===== config.mk =====
export PLATFORM = sky130hd
export DESIGN_NAME = retire_top
export DESIGN_NICKNAME = d
export VERILOG_FILES = /design/src/rtl/retire_pkg.sv /design/src/rtl/csr_pkg.sv /design/src/rtl/perf_counters.sv /design/src/rtl/csr_regfile.sv /design/src/rtl/retire_ctrl.sv /design/src/rtl/retire_top.sv
export VERILOG_INCLUDE_DIRS = /design/src /design/src/rtl
export SDC_FILE = /design/constraint.sdc
export NUM_CORES = 1
export LEC_CHECK = 0
export BUFFER_PORTS_ARGS = -buffer_cell sky130_fd_sc_hd__buf_2
export CORE_ASPECT_RATIO = 1.75
export CORE_MARGIN = 4
export CORE_UTILIZATION = 62
export CTS_CLUSTER_DIAMETER = 80
export DETAILED_ROUTE_END_ITERATION = 10
export PLACE_DENSITY = 0.93
export SLEW_MARGIN = 20
export SYNTH_ARGS = -nofsm -noshare
export SYNTH_HDL_FRONTEND = slang
export SYNTH_SLANG_ARGS = --single-unit

===== constraint.sdc =====
create_clock -name clk_i -period 4.9 [get_ports clk_i]
set_input_delay 0.735 -clock clk_i [delete_from_list [all_inputs] [get_ports clk_i]]
set_output_delay 0.735 -clock clk_i [all_outputs]
set_load 0.05 [all_outputs]

===== src/rtl/retire_macros.svh =====
`ifndef RETIRE_MACROS_SVH
`define RETIRE_MACROS_SVH

// --------------------------------------------------
// Datapath widths
// --------------------------------------------------
// Data word and pc
`define RETIRE_XLEN 32

// Integer register index
`define RETIRE_REG_W 5

// CSR address
`define RETIRE_CSR_W 12

// --------------------------------------------------
// Reset values
// --------------------------------------------------
`define RETIRE_MTVEC_RESET 32'h0000_0100

`endif


===== src/rtl/retire_pkg.sv =====
`default_nettype none

package retire_pkg;

  // --------------------------------------------------
  // Instruction class as seen at retire
  // --------------------------------------------------
  typedef enum logic [2:0] {
    OP_ALU   = 3'd0,  // data word goes to rd
    OP_CSRR  = 3'd1,
    OP_CSRRW = 3'd2,
    OP_ECALL = 3'd3,
    OP_MRET  = 3'd4
  } op_e;

  // --------------------------------------------------
  // Four-phase handshake FSM
  // --------------------------------------------------
  typedef enum logic [1:0] {
    ST_IDLE         = 2'd0,
    ST_ACK          = 2'd1,
    // Ack held until the source drops req
    ST_WAIT_REQ_LOW = 2'd2
  } state_e;

endpackage

`default_nettype wire


===== src/rtl/csr_pkg.sv =====
`default_nettype none

`include "retire_macros.svh"

package csr_pkg;

  // --------------------------------------------------
  // Implemented machine CSRs
  // --------------------------------------------------
  typedef enum logic [`RETIRE_CSR_W-1:0] {
    CSR_MTVEC        = 12'h305,
    CSR_MEPC         = 12'h341,
    CSR_MCAUSE       = 12'h342,
    // Counters below are read-only here
    CSR_MINSTRET     = 12'hB02,
    CSR_MHPMCOUNTER3 = 12'hB03
  } csr_addr_e;

  // --------------------------------------------------
  // Exception causes written to mcause
  // --------------------------------------------------
  typedef enum logic [`RETIRE_XLEN-1:0] {
    CAUSE_ILLEGAL_INSTR = 32'd2,
    CAUSE_ECALL_M       = 32'd11
  } cause_e;

endpackage

`default_nettype wire


===== src/rtl/perf_counters.sv =====
`timescale 1ns/10ps
`default_nettype none

`include "retire_macros.svh"

module perf_counters (
  input  logic                    clk_i,
  input  logic                    rst_ni,
  // One-cycle events from retire control
  input  logic                    retired_i,
  input  logic                    trapped_i,
  // Values for CSR reads
  output logic [`RETIRE_XLEN-1:0] minstret_o,
  output logic [`RETIRE_XLEN-1:0] trap_count_o
);

  localparam int unsigned NUM_CNT = 2;

  // Index 0 is minstret, index 1 the trap count
  logic [NUM_CNT-1:0]                    inc;
  logic [NUM_CNT-1:0][`RETIRE_XLEN-1:0] count_q;

  assign inc = {trapped_i, retired_i};

  // --------------------------------------------------
  // Wrapping event counters
  // --------------------------------------------------
  always_ff @(posedge clk_i or negedge rst_ni) begin
    if (!rst_ni) begin
      count_q <= '0;
    end else begin
      for (int i = 0; i < NUM_CNT; i++) begin
        if (inc[i]) begin
          count_q[i] <= count_q[i] + 1'b1;
        end
      end
    end
  end

  assign minstret_o   = count_q[0];
  assign trap_count_o = count_q[1];

  // One event per handshake, never both kinds at once
  single_event_a : assert property (@(posedge clk_i) disable iff (!rst_ni)
    (retired_i || trapped_i) |->
      !(retired_i && trapped_i) ##1 !(retired_i || trapped_i))
    else $error("retire and trap events overlap or repeat");

endmodule

`default_nettype wire


===== src/rtl/csr_regfile.sv =====
`timescale 1ns/10ps
`default_nettype none

`include "retire_macros.svh"

module csr_regfile (
  input  logic                     clk_i,
  input  logic                     rst_ni,
  // Access from retire control
  input  logic [`RETIRE_CSR_W-1:0] csr_addr_i,
  input  logic [`RETIRE_XLEN-1:0]  csr_wdata_i,
  input  logic                     csr_re_i,
  input  logic                     csr_we_i,
  output logic [`RETIRE_XLEN-1:0]  csr_rdata_o,
  output logic                     csr_illegal_o,
  // Trap entry
  input  logic                     trap_valid_i,
  input  logic [`RETIRE_XLEN-1:0]  trap_pc_i,
  input  csr_pkg::cause_e          trap_cause_i,
  // Counter values
  input  logic [`RETIRE_XLEN-1:0]  minstret_i,
  input  logic [`RETIRE_XLEN-1:0]  trap_count_i,
  // Redirect targets
  output logic [`RETIRE_XLEN-1:0]  mtvec_o,
  output logic [`RETIRE_XLEN-1:0]  mepc_o
);

  logic [`RETIRE_XLEN-1:0] mtvec_q;
  logic [`RETIRE_XLEN-1:0] mepc_q;
  logic [`RETIRE_XLEN-1:0] mcause_q;

  logic addr_known;
  logic addr_ro;
  logic write_ok;
  logic mtvec_we;
  logic mepc_we;
  logic mcause_we;

  // --------------------------------------------------
  // Address decode and read mux
  // --------------------------------------------------
  always_comb begin
    addr_known  = 1'b1;
    addr_ro     = 1'b0;
    csr_rdata_o = '0;
    case (csr_addr_i)
      csr_pkg::CSR_MTVEC: begin
        csr_rdata_o = mtvec_q;
      end
      csr_pkg::CSR_MEPC: begin
        csr_rdata_o = mepc_q;
      end
      csr_pkg::CSR_MCAUSE: begin
        csr_rdata_o = mcause_q;
      end
      csr_pkg::CSR_MINSTRET: begin
        csr_rdata_o = minstret_i;
        addr_ro     = 1'b1;
      end
      csr_pkg::CSR_MHPMCOUNTER3: begin
        csr_rdata_o = trap_count_i;
        addr_ro     = 1'b1;
      end
      default: begin
        addr_known = 1'b0;
      end
    endcase
  end

  // Unknown address, or a write to a counter
  assign csr_illegal_o = (csr_re_i || csr_we_i) && (!addr_known || (csr_we_i && addr_ro));

  // Trap entry wins over a CSR write
  assign write_ok  = csr_we_i && !csr_illegal_o && !trap_valid_i;
  assign mtvec_we  = write_ok && (csr_addr_i == csr_pkg::CSR_MTVEC);
  assign mepc_we   = write_ok && (csr_addr_i == csr_pkg::CSR_MEPC);
  assign mcause_we = write_ok && (csr_addr_i == csr_pkg::CSR_MCAUSE);

  // --------------------------------------------------
  // Register update
  // --------------------------------------------------
  always_ff @(posedge clk_i or negedge rst_ni) begin
    if (!rst_ni) begin
      mtvec_q  <= `RETIRE_MTVEC_RESET;
      mepc_q   <= '0;
      mcause_q <= '0;
    end else begin
      if (mtvec_we) begin
        mtvec_q <= csr_wdata_i;
      end
      if (trap_valid_i) begin
        mepc_q   <= trap_pc_i;
        mcause_q <= trap_cause_i;
      end else begin
        if (mepc_we) begin
          mepc_q <= csr_wdata_i;
        end
        if (mcause_we) begin
          mcause_q <= csr_wdata_i;
        end
      end
    end
  end

  assign mtvec_o = mtvec_q;
  assign mepc_o  = mepc_q;

  // Only trap entry may touch mepc and mcause on an illegal access
  illegal_no_change_a : assert property (@(posedge clk_i) disable iff (!rst_ni)
    csr_illegal_o |=> $stable(mtvec_q) &&
      ($past(trap_valid_i) || ($stable(mepc_q) && $stable(mcause_q))))
    else $error("illegal CSR access changed a register");

endmodule

`default_nettype wire


===== src/rtl/retire_ctrl.sv =====
`timescale 1ns/10ps
`default_nettype none

`include "retire_macros.svh"

module retire_ctrl (
  input  logic                     clk_i,
  input  logic                     rst_ni,
  // Instruction handshake
  input  logic                     req_i,
  input  logic [`RETIRE_XLEN-1:0]  instr_pc_i,
  input  retire_pkg::op_e          instr_op_i,
  input  logic [`RETIRE_REG_W-1:0] instr_rd_i,
  input  logic [`RETIRE_XLEN-1:0]  instr_data_i,
  input  logic [`RETIRE_CSR_W-1:0] instr_csr_i,
  output logic                     ack_o,
  // Register file writeback
  output logic                     wb_valid_o,
  output logic [`RETIRE_REG_W-1:0] wb_rd_o,
  output logic [`RETIRE_XLEN-1:0]  wb_data_o,
  // Pc redirect
  output logic                     redirect_valid_o,
  output logic [`RETIRE_XLEN-1:0]  redirect_pc_o,
  // CSR file
  output logic [`RETIRE_CSR_W-1:0] csr_addr_o,
  output logic [`RETIRE_XLEN-1:0]  csr_wdata_o,
  output logic                     csr_re_o,
  output logic                     csr_we_o,
  input  logic [`RETIRE_XLEN-1:0]  csr_rdata_i,
  input  logic                     csr_illegal_i,
  input  logic [`RETIRE_XLEN-1:0]  mtvec_i,
  input  logic [`RETIRE_XLEN-1:0]  mepc_i,
  output logic                     trap_valid_o,
  output logic [`RETIRE_XLEN-1:0]  trap_pc_o,
  output csr_pkg::cause_e          trap_cause_o,
  // Counter events
  output logic                     retired_o,
  output logic                     trapped_o
);

  retire_pkg::state_e state_q, state_d;

  // Instruction held for the whole handshake
  logic [`RETIRE_XLEN-1:0]  pc_q;
  retire_pkg::op_e          op_q;
  logic [`RETIRE_REG_W-1:0] rd_q;
  logic [`RETIRE_XLEN-1:0]  data_q;
  logic [`RETIRE_CSR_W-1:0] csr_q;

  logic in_ack;
  logic is_csr_op;
  logic is_ecall;
  logic is_mret;
  logic take_trap;

  // --------------------------------------------------
  // Handshake FSM
  // --------------------------------------------------
  always_comb begin
    state_d = state_q;
    case (state_q)
      retire_pkg::ST_IDLE: begin
        if (req_i) begin
          state_d = retire_pkg::ST_ACK;
        end
      end
      retire_pkg::ST_ACK: begin
        state_d = retire_pkg::ST_WAIT_REQ_LOW;
      end
      retire_pkg::ST_WAIT_REQ_LOW: begin
        if (!req_i) begin
          state_d = retire_pkg::ST_IDLE;
        end
      end
      default: begin
        state_d = retire_pkg::ST_IDLE;
      end
    endcase
  end

  always_ff @(posedge clk_i or negedge rst_ni) begin
    if (!rst_ni) begin
      state_q <= retire_pkg::ST_IDLE;
    end else begin
      state_q <= state_d;
    end
  end

  // Capture on the accepting edge
  always_ff @(posedge clk_i) begin
    if (state_q == retire_pkg::ST_IDLE && req_i) begin
      pc_q   <= instr_pc_i;
      op_q   <= instr_op_i;
      rd_q   <= instr_rd_i;
      data_q <= instr_data_i;
      csr_q  <= instr_csr_i;
    end
  end

  // --------------------------------------------------
  // Retire decision, only valid in ST_ACK
  // --------------------------------------------------
  assign in_ack    = (state_q == retire_pkg::ST_ACK);
  assign is_csr_op = (op_q == retire_pkg::OP_CSRR) || (op_q == retire_pkg::OP_CSRRW);
  assign is_ecall  = (op_q == retire_pkg::OP_ECALL);
  assign is_mret   = (op_q == retire_pkg::OP_MRET);
  assign take_trap = in_ack && (is_ecall || (is_csr_op && csr_illegal_i));

  assign ack_o = (state_q == retire_pkg::ST_ACK) || (state_q == retire_pkg::ST_WAIT_REQ_LOW);

  assign csr_addr_o   = csr_q;
  assign csr_wdata_o  = data_q;
  assign csr_re_o     = in_ack && is_csr_op;
  assign csr_we_o     = in_ack && (op_q == retire_pkg::OP_CSRRW);

  assign trap_valid_o = take_trap;
  assign trap_pc_o    = pc_q;
  assign trap_cause_o = is_ecall ? csr_pkg::CAUSE_ECALL_M : csr_pkg::CAUSE_ILLEGAL_INSTR;

  // CSR ops return the old value to rd
  assign wb_valid_o = in_ack && !take_trap && !is_mret && (rd_q != '0);
  assign wb_rd_o    = rd_q;
  assign wb_data_o  = is_csr_op ? csr_rdata_i : data_q;

  assign redirect_valid_o = in_ack && (take_trap || is_mret);
  assign redirect_pc_o    = take_trap ? mtvec_i : mepc_i;

  assign retired_o = in_ack && !take_trap;
  assign trapped_o = take_trap;

  // --------------------------------------------------
  // Assertions
  // --------------------------------------------------
  ack_release_a : assert property (@(posedge clk_i) disable iff (!rst_ni)
    $fell(ack_o) |-> !$past(req_i))
    else $error("ack_o dropped while req_i was still high");

  pulse_in_ack_a : assert property (@(posedge clk_i) disable iff (!rst_ni)
    (wb_valid_o || redirect_valid_o) |->
      $rose(ack_o) ##1 (!wb_valid_o && !redirect_valid_o))
    else $error("writeback or redirect pulse outside ST_ACK");

endmodule

`default_nettype wire


===== src/rtl/retire_top.sv =====
`timescale 1ns/10ps
`default_nettype none

`include "retire_macros.svh"

module retire_top (
  input  logic                     clk_i,
  input  logic                     rst_ni,
  // Instruction handshake
  input  logic                     req_i,
  input  logic [`RETIRE_XLEN-1:0]  instr_pc_i,
  input  retire_pkg::op_e          instr_op_i,
  input  logic [`RETIRE_REG_W-1:0] instr_rd_i,
  input  logic [`RETIRE_XLEN-1:0]  instr_data_i,
  input  logic [`RETIRE_CSR_W-1:0] instr_csr_i,
  output logic                     ack_o,
  // Writeback and redirect
  output logic                     wb_valid_o,
  output logic [`RETIRE_REG_W-1:0] wb_rd_o,
  output logic [`RETIRE_XLEN-1:0]  wb_data_o,
  output logic                     redirect_valid_o,
  output logic [`RETIRE_XLEN-1:0]  redirect_pc_o
);

  // --------------------------------------------------
  // Control to CSR file
  // --------------------------------------------------
  logic [`RETIRE_CSR_W-1:0] csr_addr;
  logic [`RETIRE_XLEN-1:0]  csr_wdata;
  logic                     csr_re;
  logic                     csr_we;
  logic [`RETIRE_XLEN-1:0]  csr_rdata;
  logic                     csr_illegal;
  logic [`RETIRE_XLEN-1:0]  mtvec;
  logic [`RETIRE_XLEN-1:0]  mepc;
  logic                     trap_valid;
  logic [`RETIRE_XLEN-1:0]  trap_pc;
  csr_pkg::cause_e          trap_cause;

  // Counter events and values
  logic                     retired;
  logic                     trapped;
  logic [`RETIRE_XLEN-1:0]  minstret;
  logic [`RETIRE_XLEN-1:0]  trap_count;

  retire_ctrl u_retire_ctrl (
    .clk_i            ( clk_i            ),
    .rst_ni           ( rst_ni           ),
    .req_i            ( req_i            ),
    .instr_pc_i       ( instr_pc_i       ),
    .instr_op_i       ( instr_op_i       ),
    .instr_rd_i       ( instr_rd_i       ),
    .instr_data_i     ( instr_data_i     ),
    .instr_csr_i      ( instr_csr_i      ),
    .ack_o            ( ack_o            ),
    .wb_valid_o       ( wb_valid_o       ),
    .wb_rd_o          ( wb_rd_o          ),
    .wb_data_o        ( wb_data_o        ),
    .redirect_valid_o ( redirect_valid_o ),
    .redirect_pc_o    ( redirect_pc_o    ),
    .csr_addr_o       ( csr_addr         ),
    .csr_wdata_o      ( csr_wdata        ),
    .csr_re_o         ( csr_re           ),
    .csr_we_o         ( csr_we           ),
    .csr_rdata_i      ( csr_rdata        ),
    .csr_illegal_i    ( csr_illegal      ),
    .mtvec_i          ( mtvec            ),
    .mepc_i           ( mepc             ),
    .trap_valid_o     ( trap_valid       ),
    .trap_pc_o        ( trap_pc          ),
    .trap_cause_o     ( trap_cause       ),
    .retired_o        ( retired          ),
    .trapped_o        ( trapped          )
  );

  csr_regfile u_csr_regfile (
    .clk_i         ( clk_i       ),
    .rst_ni        ( rst_ni      ),
    .csr_addr_i    ( csr_addr    ),
    .csr_wdata_i   ( csr_wdata   ),
    .csr_re_i      ( csr_re      ),
    .csr_we_i      ( csr_we      ),
    .csr_rdata_o   ( csr_rdata   ),
    .csr_illegal_o ( csr_illegal ),
    .trap_valid_i  ( trap_valid  ),
    .trap_pc_i     ( trap_pc     ),
    .trap_cause_i  ( trap_cause  ),
    .minstret_i    ( minstret    ),
    .trap_count_i  ( trap_count  ),
    .mtvec_o       ( mtvec       ),
    .mepc_o        ( mepc        )
  );

  perf_counters u_perf_counters (
    .clk_i        ( clk_i      ),
    .rst_ni       ( rst_ni     ),
    .retired_i    ( retired    ),
    .trapped_i    ( trapped    ),
    .minstret_o   ( minstret   ),
    .trap_count_o ( trap_count )
  );

endmodule

`default_nettype wire


======== Yosys cells after proc, flatten, opt, wreduce, memory -nomap -nowiden ========
Index checks and enable logic that the tools add are counted.
storage, ports and cells
  input port bits ......................... 87
  register bits after elaboration ......... 246
  word-level logic and storage cells ...... 72
  output and inout bits ................... 72
cells by class
  $add $sub $neg .......................... 2
  eq/ne operators ......................... 13
  multiplexer cells ....................... 13
  reductions and logical operators ........ 33
operators by type and width
  operator                 count
  $mux W32                 6
  $pmux W32 S5             1
  $add A32 B1 Y32 const B  2
  $eq A12 B10 Y1 const B   3
  $eq A12 B12 Y1 const B   2
  $logic_and A1 B1 Y1      16
  $eq A3 B2 Y1 const B     2
  $logic_or A1 B1 Y1       6
  $pmux W2 S3              1
  $reduce_bool A5 Y1       1
  $reduce_or A5 Y1         1
  $logic_not A1 Y1         4
  $mux W2                  2
  $mux W4                  1
  $ne A2 B2 Y1 const B     2
  $reduce_bool A2 Y1       2
  $eq A3 B1 Y1 const B     1
  $eq A3 B3 Y1 const B     1
  $eq A2 B1 Y1 const B     1
  $eq A2 B2 Y1 const B     1
  $logic_not A2 Y1         1
  $mux W1                  2
  $reduce_and A2 Y1        1
  $reduce_or A2 Y1         1

======== Depth between registers and ports, before layout ========
Gate-level depths: netlist of run 1.
  word-level depth ........................ 14
  mapped depth ............................ 10

======== Hierarchy ========
From an unflattened synthesis of run 1, not the netlist that was laid out.
unflattened totals
  cell total of the unflattened synthesis .. 959
  area total of the unflattened synthesis .. 12288.0 µm²
by module, submodules not included
  module         cells an instance  area an instance (µm²)  sequential area each (µm²)  times used
  csr_regfile    477                5400.2                  2403.6                      1
  retire_ctrl    219                3938.8                  2572.5                      1
  perf_counters  263                2949.1                  1601.5                      1

======== Worst setup path before layout of run 1 ========
Ideal clock, no wire load.
  path type ............................... register -> output
  start point ............................. register u_retire_ctrl.csr_q[5], in the netlist u_retire_ctrl.csr_addr_o[5]
  end point ............................... output port wb_valid_o
  stages on the path, launching flop included .. 7
  arrival time ............................ 2.728 ns
  buffers on the path ..................... 1
  slack ................................... 1.437 ns
  cell sequence ........................... edfxtp_1 -> nor4_4 -> nand2_1 -> o32a_2 -> a21o_1 -> buf_2 -> nor3_1
between the ends
  cells in the longest elaborated chain, start to end .. 13
  elaborated cells between the ends (all ways) .. 20
ends and longest elaborated chain
  item                                                                   line                text
  from (decl)                                                            retire_ctrl.sv:48   logic [`RETIRE_CSR_W-1:0] csr_q;
  from (signal assigned)                                                 retire_ctrl.sv:96   csr_q <= instr_csr_i;
  $eq A12 B12 Y1 or $eq A12 B10 Y1 (tied branches)                       csr_regfile.sv:46   case (csr_addr_i)
  $reduce_or A5 Y1 (no source line) or $reduce_or A2 Y1 (tied branches)  n/a
  $mux W1                                                                csr_regfile.sv:46
  $logic_not A1 Y1 or $logic_and A1 B1 Y1 (tied branches)                csr_regfile.sv:71   assign csr_illegal_o = (csr_re_i || csr_we_i) && (!addr_known || (csr_we_i && addr_ro));
  $logic_or A1 B1 Y1 (*)                                                 csr_regfile.sv:71
  $logic_and A1 B1 Y1 (*)                                                csr_regfile.sv:71
  $logic_and A1 B1 Y1 (*)                                                retire_ctrl.sv:107  assign take_trap = in_ack && (is_ecall || (is_csr_op && csr_illegal_i));
  $logic_or A1 B1 Y1 (*)                                                 retire_ctrl.sv:107
  $logic_and A1 B1 Y1 (*)                                                retire_ctrl.sv:107
  $logic_not A1 Y1 (*)                                                   retire_ctrl.sv:121  assign wb_valid_o = in_ack && !take_trap && !is_mret && (rd_q != '0);
  $logic_and A1 B1 Y1 (*) (3 in series)                                  retire_ctrl.sv:121
  to (decl)                                                              retire_top.sv:18    output logic wb_valid_o,
Mark *: on every way between the ends. The rest lies on a longest branch, timed or not.

======== Worst setup path in the final report of run 1 ========
  start point ............................. register u_retire_ctrl.state_q[1]
  end point ............................... output port redirect_pc_o[15]
between the ends
  cells in the longest elaborated chain, start to end .. 9
  elaborated cells between the ends (all ways) .. 11
ends and longest elaborated chain
  item                     line                text
  from (decl)              retire_ctrl.sv:41   retire_pkg::state_e state_q, state_d;
  from (signal assigned)   retire_ctrl.sv:83   state_q <= retire_pkg::ST_IDLE;
  from (signal assigned)   retire_ctrl.sv:85   state_q <= state_d;
  $eq A2 B1 Y1 (*)         retire_ctrl.sv:103  assign in_ack = (state_q == retire_pkg::ST_ACK);
  $logic_and A1 B1 Y1      retire_ctrl.sv:114  assign csr_we_o = in_ack && (op_q == retire_pkg::OP_CSRRW);
  $logic_and A1 B1 Y1      csr_regfile.sv:71
  $logic_or A1 B1 Y1       csr_regfile.sv:71
  $logic_and A1 B1 Y1      csr_regfile.sv:71
  $logic_and A1 B1 Y1      retire_ctrl.sv:107
  $logic_or A1 B1 Y1       retire_ctrl.sv:107
  $logic_and A1 B1 Y1 (*)  retire_ctrl.sv:107
  $mux W32 (*)             retire_ctrl.sv:126  assign redirect_pc_o = take_trap ? mtvec_i : mepc_i;
  to (decl)                retire_top.sv:22    output logic [`RETIRE_XLEN-1:0] redirect_pc_o
Marks and branches as above.

==> impl_metrics.py, run 1 <==
metrics = {
    "routing": {
        "vias_per_cell": 6.42,
        "wl_met2_mm": 15.7,
        "ant_nets": 0,
        "drt-total-wl_mm": 31.1,
        "drt_pass1_iterations": 6,
        "drc_errors": 0,
        "drt-initial-drc-count": 1040,
        "highest_layer": "met4",
        "met3_length_mm": 2.77,
        "vias": 9421,
        "met1_length_mm": 10.9,
        "post_drt_wl_per_cell_um": 21.2,
    },
    "job": {
        "max_cap_violations": 0,
    },
    "worst_setup_path": {
        "cp-end-kind": "primary output",
        "path_delay_family": "simple AND/OR/NAND/NOR gates",
        "critical-path-slowest-cell": "nor3b_1",
        "path_class": "reg2out",
        "critical_path_arrival_ns": 3.63,
        "worstReg2RegStart": "u_retire_ctrl.state_q[1]",
        "rr_worst_depth": 10,
        "crit_path_end": "redirect_pc_o[15]",
        "critPathBufInv": 3,
        "r2r-end": "u_perf_counters.trap_count_o[31]",
        "cpMostUsedCell": "nand2_1",
        "worstSetupStartpoint": "u_retire_ctrl.state_q[1]",
        "slowest_delay_ns": 0.59,
        "worst-path-stages": 10,
        "crit_chain": "inv_1 -> ha_1 -> nand2b_1 -> nor3b_1 -> o32a_2 -> a21bo_4 -> buf_4 -> nand2_1 -> nand2_1 -> buf_2",
        "r2r_slack_ns": 1.55,
        "worstPathMaxFanout": 49,
        "required_ns": 4.16,
        "start_kind": "register",
    },
    "placement": {
        "dp_hpwl_mm": 19.9,
        "io_buffers": 158,
        "dp_slack_ns": 1.15,
        "globalplace.congestion": 0.899,
        "place_area_um2": 12500,
    },
    "layout": {
        "final_nets": 1311,
        "design_area_um2": 13200,
        "n_antenna_cell": 0,
        "syn_to_final_growth_pct": 15.8,
        "drive_above_1_share_pct": 21.4,
    },
    "synthesis": {
        "postSynthAreaPerCell_um2": 10.6,
        "synth.net_count": 1171,
        "ys_seq_area_share_pct": 57.5,
        "async_flop_share_pct": 65.9,
        "ys_types": 47,
        "synth_flop_cell": "dfrtp_1",
        "synth_commonest_cells": "nand2_1 (253), dfrtp_1 (161), edfxtp_1 (84)",
        "ys_seq_elements": 246,
        "synthTopCellsByArea": "dfrtp_1 (35%), edfxtp_1 (22%), nand2_1 (8.3%), mux2i_1 (5.9%), mux2_2 (3.2%)",
        "synth_edf_count": 84,
        "synth_most_common_cell": "nand2_1",
        "yosysTopAreaCellShare_pct": 35.2,
        "yosys.area.top_type": "dfrtp_1",
        "netlist_area_um2": 11400,
        "syn_inst": 1078,
        "yosys_warnings": 0,
    },
    "timing": {
        "finClkSkew_ns": 0.0151,
        "timing.hold.ws_ns": 0.279,
        "slew_violations": 0,
        "hold_viol": 0,
        "post-route-min-period_ns": 4.36,
        "fin_crit_sh_pct": 89.0,
        "layout_setup_ws_ns": 0.539,
        "setup-tns-final_ns": 0,
        "worst_slew_pin_slew_ns": 0.973,
        "relSlewSlack_pct": 35.0,
        "rsz0062_at_grt": "false",
        "setup_viol": 0,
        "timing.fmax_mhz": 229,
    },
    "global_routing": {
        "grt-ovfl-total": 0,
        "grt_pass1_vias": 9977,
        "antenna_found_initial": 0,
        "grt_pass1_wl_mm": 50.0,
        "grt_usage_pct": 29.4,
        "grt_max_degree": 86,
    },
    "clock_tree": {
        "postCtsHoldBufs": 0,
        "post_cts_resize_count": 0,
        "clock_sinks": 246,
        "htree_num_levels": 1,
        "clock_path_buffers": 3,
        "cts_inserted_buffers": 23,
        "cts.clk_slew.worst_paths_ns": 0.06,
        "cts_tree": "yes",
        "clock_latency_ns": 0.52,
        "post_cts_buffers": 0,
        "clock-root-buffer": "clkbuf_16",
    },
    "power": {
        "peakVddDrop_mv": 0.370,
        "leakage_nw": 6.15,
        "power_density_nw_per_um2": 519,
        "power_w": 0.00687,
    },
    "min_path": {
        "hold_class": "in2async",
    },
    "die": {
        "die-width_um": 111,
        "ios": 159,
        "dieArea_um2": 20800,
        "start_util_pct": 63.3,
        "core_area_um2": 18100,
        "die_h_um": 188,
        "row_count": 65,
    },
    "status": {
        "status": "completed",
    },
}
[how the worst min path moves through the flow]
stage,startpoint,end,slack (ns),cells after the start
2_1_floorplan,u_retire_ctrl.trap_pc_o[0],u_csr_regfile.mepc_o[0],0.43,2
3_3_place_gp,u_retire_ctrl.trap_pc_o[26],u_csr_regfile.mepc_o[26],0.44,2
3_5_place_dp,u_retire_ctrl.trap_pc_o[16],u_csr_regfile.mepc_o[16],0.44,2
4_1_cts,rst_ni,u_csr_regfile.mepc_o[3],0.32,1
5_1_grt,rst_ni,u_perf_counters.minstret_o[2],0.35,1
6_report,rst_ni,u_csr_regfile.mepc_o[3],0.28,1
[cell type report]
class,count,area [um^2]
tap,234,293
timing repair buffer,178,960
clock inverter,12,138
fill,1173,4810
multi-input combinational,762,4590
inverter,7,26.3
sequential,246,6580
clock buffer,29,661
[registers in the layout, summed over array words and instances, names as in the netlist]
name                          cells
u_retire_ctrl.state_q             2
u_csr_regfile.mcause_q           32
u_retire_ctrl.op_q                3
u_csr_regfile.mtvec_o            32
u_retire_ctrl.wb_rd_o             5
u_retire_ctrl.csr_addr_o         12
u_perf_counters.trap_count_o     32
u_perf_counters.minstret_o       32
u_retire_ctrl.csr_wdata_o        32
u_retire_ctrl.trap_pc_o          32
u_csr_regfile.mepc_o             32
[cells by family (layout without fill, tap and decap cells)]
logic type / after synthesis / after routing / synth area share, %
AO/OA/AOI/OAI: 171 / 171 / 8.78
buffers and inverters: 70 / 226 / 2.55
multiplexers: 99 / 99 / 9.01
flip-flops: 246 / 246 / 57.5
XOR/XNOR: 63 / 63 / 4.82
adder cells (fa/ha/maj): 6 / 6 / 0.656
AND/OR/NAND/NOR: 423 / 423 / 16.7
[layout by cell type, fill, tap and decap left out, drive strengths merged, types with 2 or more instances in the layout]
master | netlist | final
a22oi | 14 | 14
o21ai | 56 | 56
nor3b | 2 | 2
nand4 | 22 | 22
a221oi | 19 | 19
and3 | 11 | 11
xnor2 | 24 | 24
a31oi | 13 | 13
nand2 | 253 | 253
and2 | 6 | 6
clkinv | 0 | 8
nor2 | 65 | 65
inv | 7 | 7
dfrtp | 161 | 161
ha | 6 | 6
buf | 27 | 178
bufinv | 0 | 3
and3b | 2 | 2
nor3 | 15 | 15
nand3 | 16 | 16
nor4b | 3 | 3
and4b | 2 | 2
mux2 | 32 | 32
edfxtp | 84 | 84
xor2 | 39 | 39
and4 | 2 | 2
a21oi | 64 | 64
clkbuf | 36 | 29
mux2i | 67 | 67
nor4 | 18 | 18
[power by group]
group,switching (W),internal [W]
Combinational,0.00171,0.000511
Sequential,0.000267,0.00249
Clock,0.000779,0.00111
Total,0.00276,0.00412
[metrics by stage]
step / utilization [%] / instances
after CTS: 73.4 / 1468
after detailed placement: 69.0 / 1427
after global routing: 73.4 / 1468
final: 73.4 / 1468
after global placement: 69.0 / 1427
after floorplan: - / 1078
[metal layers]
layer,up-vias,GRT usage [%]
met1,4519,35.3
met3,173,4.36
met4,0,16.6
met5,-,0
li1,4070,-
met2,659,50.6
Power figures use the tool's default switching activity.
==> run 2: changes to the inputs <==
--- a/config.mk
+++ b/config.mk
@@ -9,5 +9,7 @@
 export BUFFER_PORTS_ARGS = -buffer_cell sky130_fd_sc_hd__buf_2
+export CELL_PAD_IN_SITES_DETAIL_PLACEMENT = 1
+export CELL_PAD_IN_SITES_GLOBAL_PLACEMENT = 2
 export CORE_ASPECT_RATIO = 1.75
 export CORE_MARGIN = 4
-export CORE_UTILIZATION = 62
+export CORE_UTILIZATION = 40
 export CTS_CLUSTER_DIAMETER = 80
--- a/constraint.sdc
+++ b/constraint.sdc
@@ -3,2 +3,2 @@
 set_output_delay 0.735 -clock clk_i [all_outputs]
-set_load 0.05 [all_outputs]
+set_load 0.02 [all_outputs]
==> run 2 against run 1 <==
  * Cell count up 9.6%
  * Total power shrank 9.0%
  * Wire length up 9.2%
  * Global-route usage fell by 7.9 points
  * Non-clock buffer count shrank 2
  * Core utilization shrank 26 points
  * Register-to-register slack hardly changed
  * Clock skew down 0.0063 ns
  * Via count shrank 6.0%
  * Combinational power decreased by 26%
  * Critical endpoint is now redirect_pc_o[30]
==> impl_metrics.py, run 2 (synthesis gave the netlist of run 1 again) <==
metrics = {
    "status": {
        "status": "completed",
    },
    "clock_tree": {
        "cts.clk_slew.worst_paths_ns": 0.06,
        "cts_tree": "yes",
        "clock-root-buffer": "clkbuf_16",
        "post_cts_resize_count": 0,
        "postCtsHoldBufs": 0,
        "clock_latency_ns": 0.53,
        "cts_inserted_buffers": 25,
        "post_cts_buffers": 0,
        "clock_sinks": 246,
        "htree_num_levels": 1,
        "clock_path_buffers": 3,
    },
    "layout": {
        "final_nets": 1311,
        "layout_common_cells": "nand2_1 (252), dfrtp_1 (161), buf_2 (157)",
        "fillers": 3132,
        "syn_to_final_growth_pct": 17.3,
        "drive_above_1_share_pct": 20.8,
        "layout_commonest_cell": "nand2_1",
    },
    "die": {
        "ios": 159,
        "start_util_pct": 40.7,
        "core_area_um2": 28100,
        "die_h_um": 232,
        "dieArea_um2": 31500,
        "row_count": 81,
        "die-width_um": 136,
    },
    "worst_setup_path": {
        "r2r-end": "u_perf_counters.trap_count_o[19]",
        "worstPathMaxFanout": 50,
        "cp-end-kind": "primary output",
        "worstSetupStartpoint": "u_retire_ctrl.state_q[1]",
        "critical_path_arrival_ns": 3.54,
        "start_kind": "register",
        "worstReg2RegStart": "u_retire_ctrl.state_q[1]",
        "rr_worst_depth": 10,
        "crit_path_end": "redirect_pc_o[30]",
        "r2r_slack_ns": 1.54,
        "required_ns": 4.16,
        "path_class": "reg2out",
    },
    "global_routing": {
        "grt_usage_pct": 21.5,
        "antenna_found_initial": 2,
        "grt_pass1_vias": 9653,
        "grt_max_degree": 110,
        "grt_pass1_wl_mm": 53.2,
        "grt-ovfl-total": 0,
    },
    "routing": {
        "drt-total-wl_mm": 33.9,
        "drt-initial-drc-count": 564,
        "drt_pass1_iterations": 5,
        "ant_nets": 0,
        "drc_errors": 0,
        "vias_per_cell": 5.51,
        "post_drt_wl_per_cell_um": 21.1,
        "vias": 8858,
    },
    "timing": {
        "hold_viol": 0,
        "setup-tns-final_ns": 0,
        "rsz0062_at_grt": "false",
        "finClkSkew_ns": 0.00885,
        "post-route-min-period_ns": 4.27,
        "setup_viol": 0,
        "timing.fmax_mhz": 234,
        "fin_crit_sh_pct": 87.1,
        "relSlewSlack_pct": 37.4,
        "worst_slew_pin_slew_ns": 0.936,
        "slew_violations": 0,
        "layout_setup_ws_ns": 0.630,
    },
    "power": {
        "power_density_nw_per_um2": 466,
        "comb_power_share_pct": 26.4,
        "peakVddDrop_mv": 0.388,
        "p_sw_share_pct": 35.2,
        "power_w": 0.00625,
        "seq_power_share_pct": 44.2,
        "internal_power_w": 0.00406,
        "leakage_nw": 6.12,
        "switching_power_w": 0.00220,
        "pwr-share-clk_pct": 29.4,
    },
    "placement": {
        "dp_slack_ns": 1.17,
        "dp_hpwl_mm": 23.1,
        "globalplace.congestion": 0.806,
        "io_buffers": 158,
    },
    "job": {
        "max_cap_violations": 0,
    },
    "min_path": {
        "hold_class": "in2async",
    },
}
[run 2: changes by cell type in the layout (fill, tap and decap cells not counted), sizes merged]
cell,change
buf,-2
bufinv,-2
clkbuf,+11
clkinv,-5
clkinvlp,-1
diode,+1
[run 2: power groups by stage]
stage,registers (W),logic (W),clock network (W)
after CTS,0.00276,0.00168,0.00189
after floorplan,0.00272,0.00107,0
final,0.00276,0.00165,0.00184
after global routing,0.00280,0.00181,0.00197
after detailed placement,0.00280,0.00168,0
after global placement,0.00279,0.00163,0
[run 2: critical path, stage by stage (launching register included)]
cell      delay (ns)
dfrtp_1         0.38
inv_1           0.11
ha_1            0.22
nand2b_1        0.13
nor3b_1         0.66
o32a_2          0.36
a21bo_4         0.40
buf_12          0.28
nand2_1         0.10
nand2_1         0.14
buf_2           0.19
[run 2: how the worst min path moves through the flow]
stage                                     to                       start  slack, ns
floorplan            u_csr_regfile.mepc_o[0]  u_retire_ctrl.trap_pc_o[0]       0.43
global placement     u_csr_regfile.mepc_o[2]  u_retire_ctrl.trap_pc_o[2]       0.44
detailed placement   u_csr_regfile.mepc_o[7]  u_retire_ctrl.trap_pc_o[7]       0.44
CTS                 u_csr_regfile.mtvec_o[0]                      rst_ni       0.17
global route        u_csr_regfile.mtvec_o[0]                      rst_ni       0.19
finish              u_csr_regfile.mtvec_o[0]                      rst_ni       0.15
[run 2: routing by layer]
| layer | vias up | global-route usage (%) | wire length [um] |
|---|---|---|---|
| li1 | 4069 | - | - |
| met1 | 4518 | 25.0 | 13200 |
| met2 | 200 | 39.8 | 18200 |
| met3 | 69 | 2.78 | 1320 |
| met4 | 2 | 8.26 | 1180 |
| met5 | - | 0 | 13 |
[run 2: metrics by stage]
stage               hold slack, ns  cells  instance area [um^2]  util [%]
CTS                          0.172   1608                 13400      47.8
detailed placement           0.445   1564                 12600      45.1
global route                 0.191   1609                 13400      47.8
finish                       0.152   1609                 13400      47.8
floorplan                    0.426   1078                 11400         -
global placement             0.436   1564                 12600      45.1
[run 2: cell type report]
cell class                      count  area [um^2]  area share [%]
Inverter                            7         26.3           0.196
Antenna cell                        1         2.50          0.0186
Tap cell                          373          467            3.48
Clock inverter                      4         45.0           0.336
Sequential cell                   246         6580            49.0
Clock buffer                       40          722            5.38
Multi-Input combinational cell    762         4600            34.3
Timing Repair Buffer              176          982            7.32
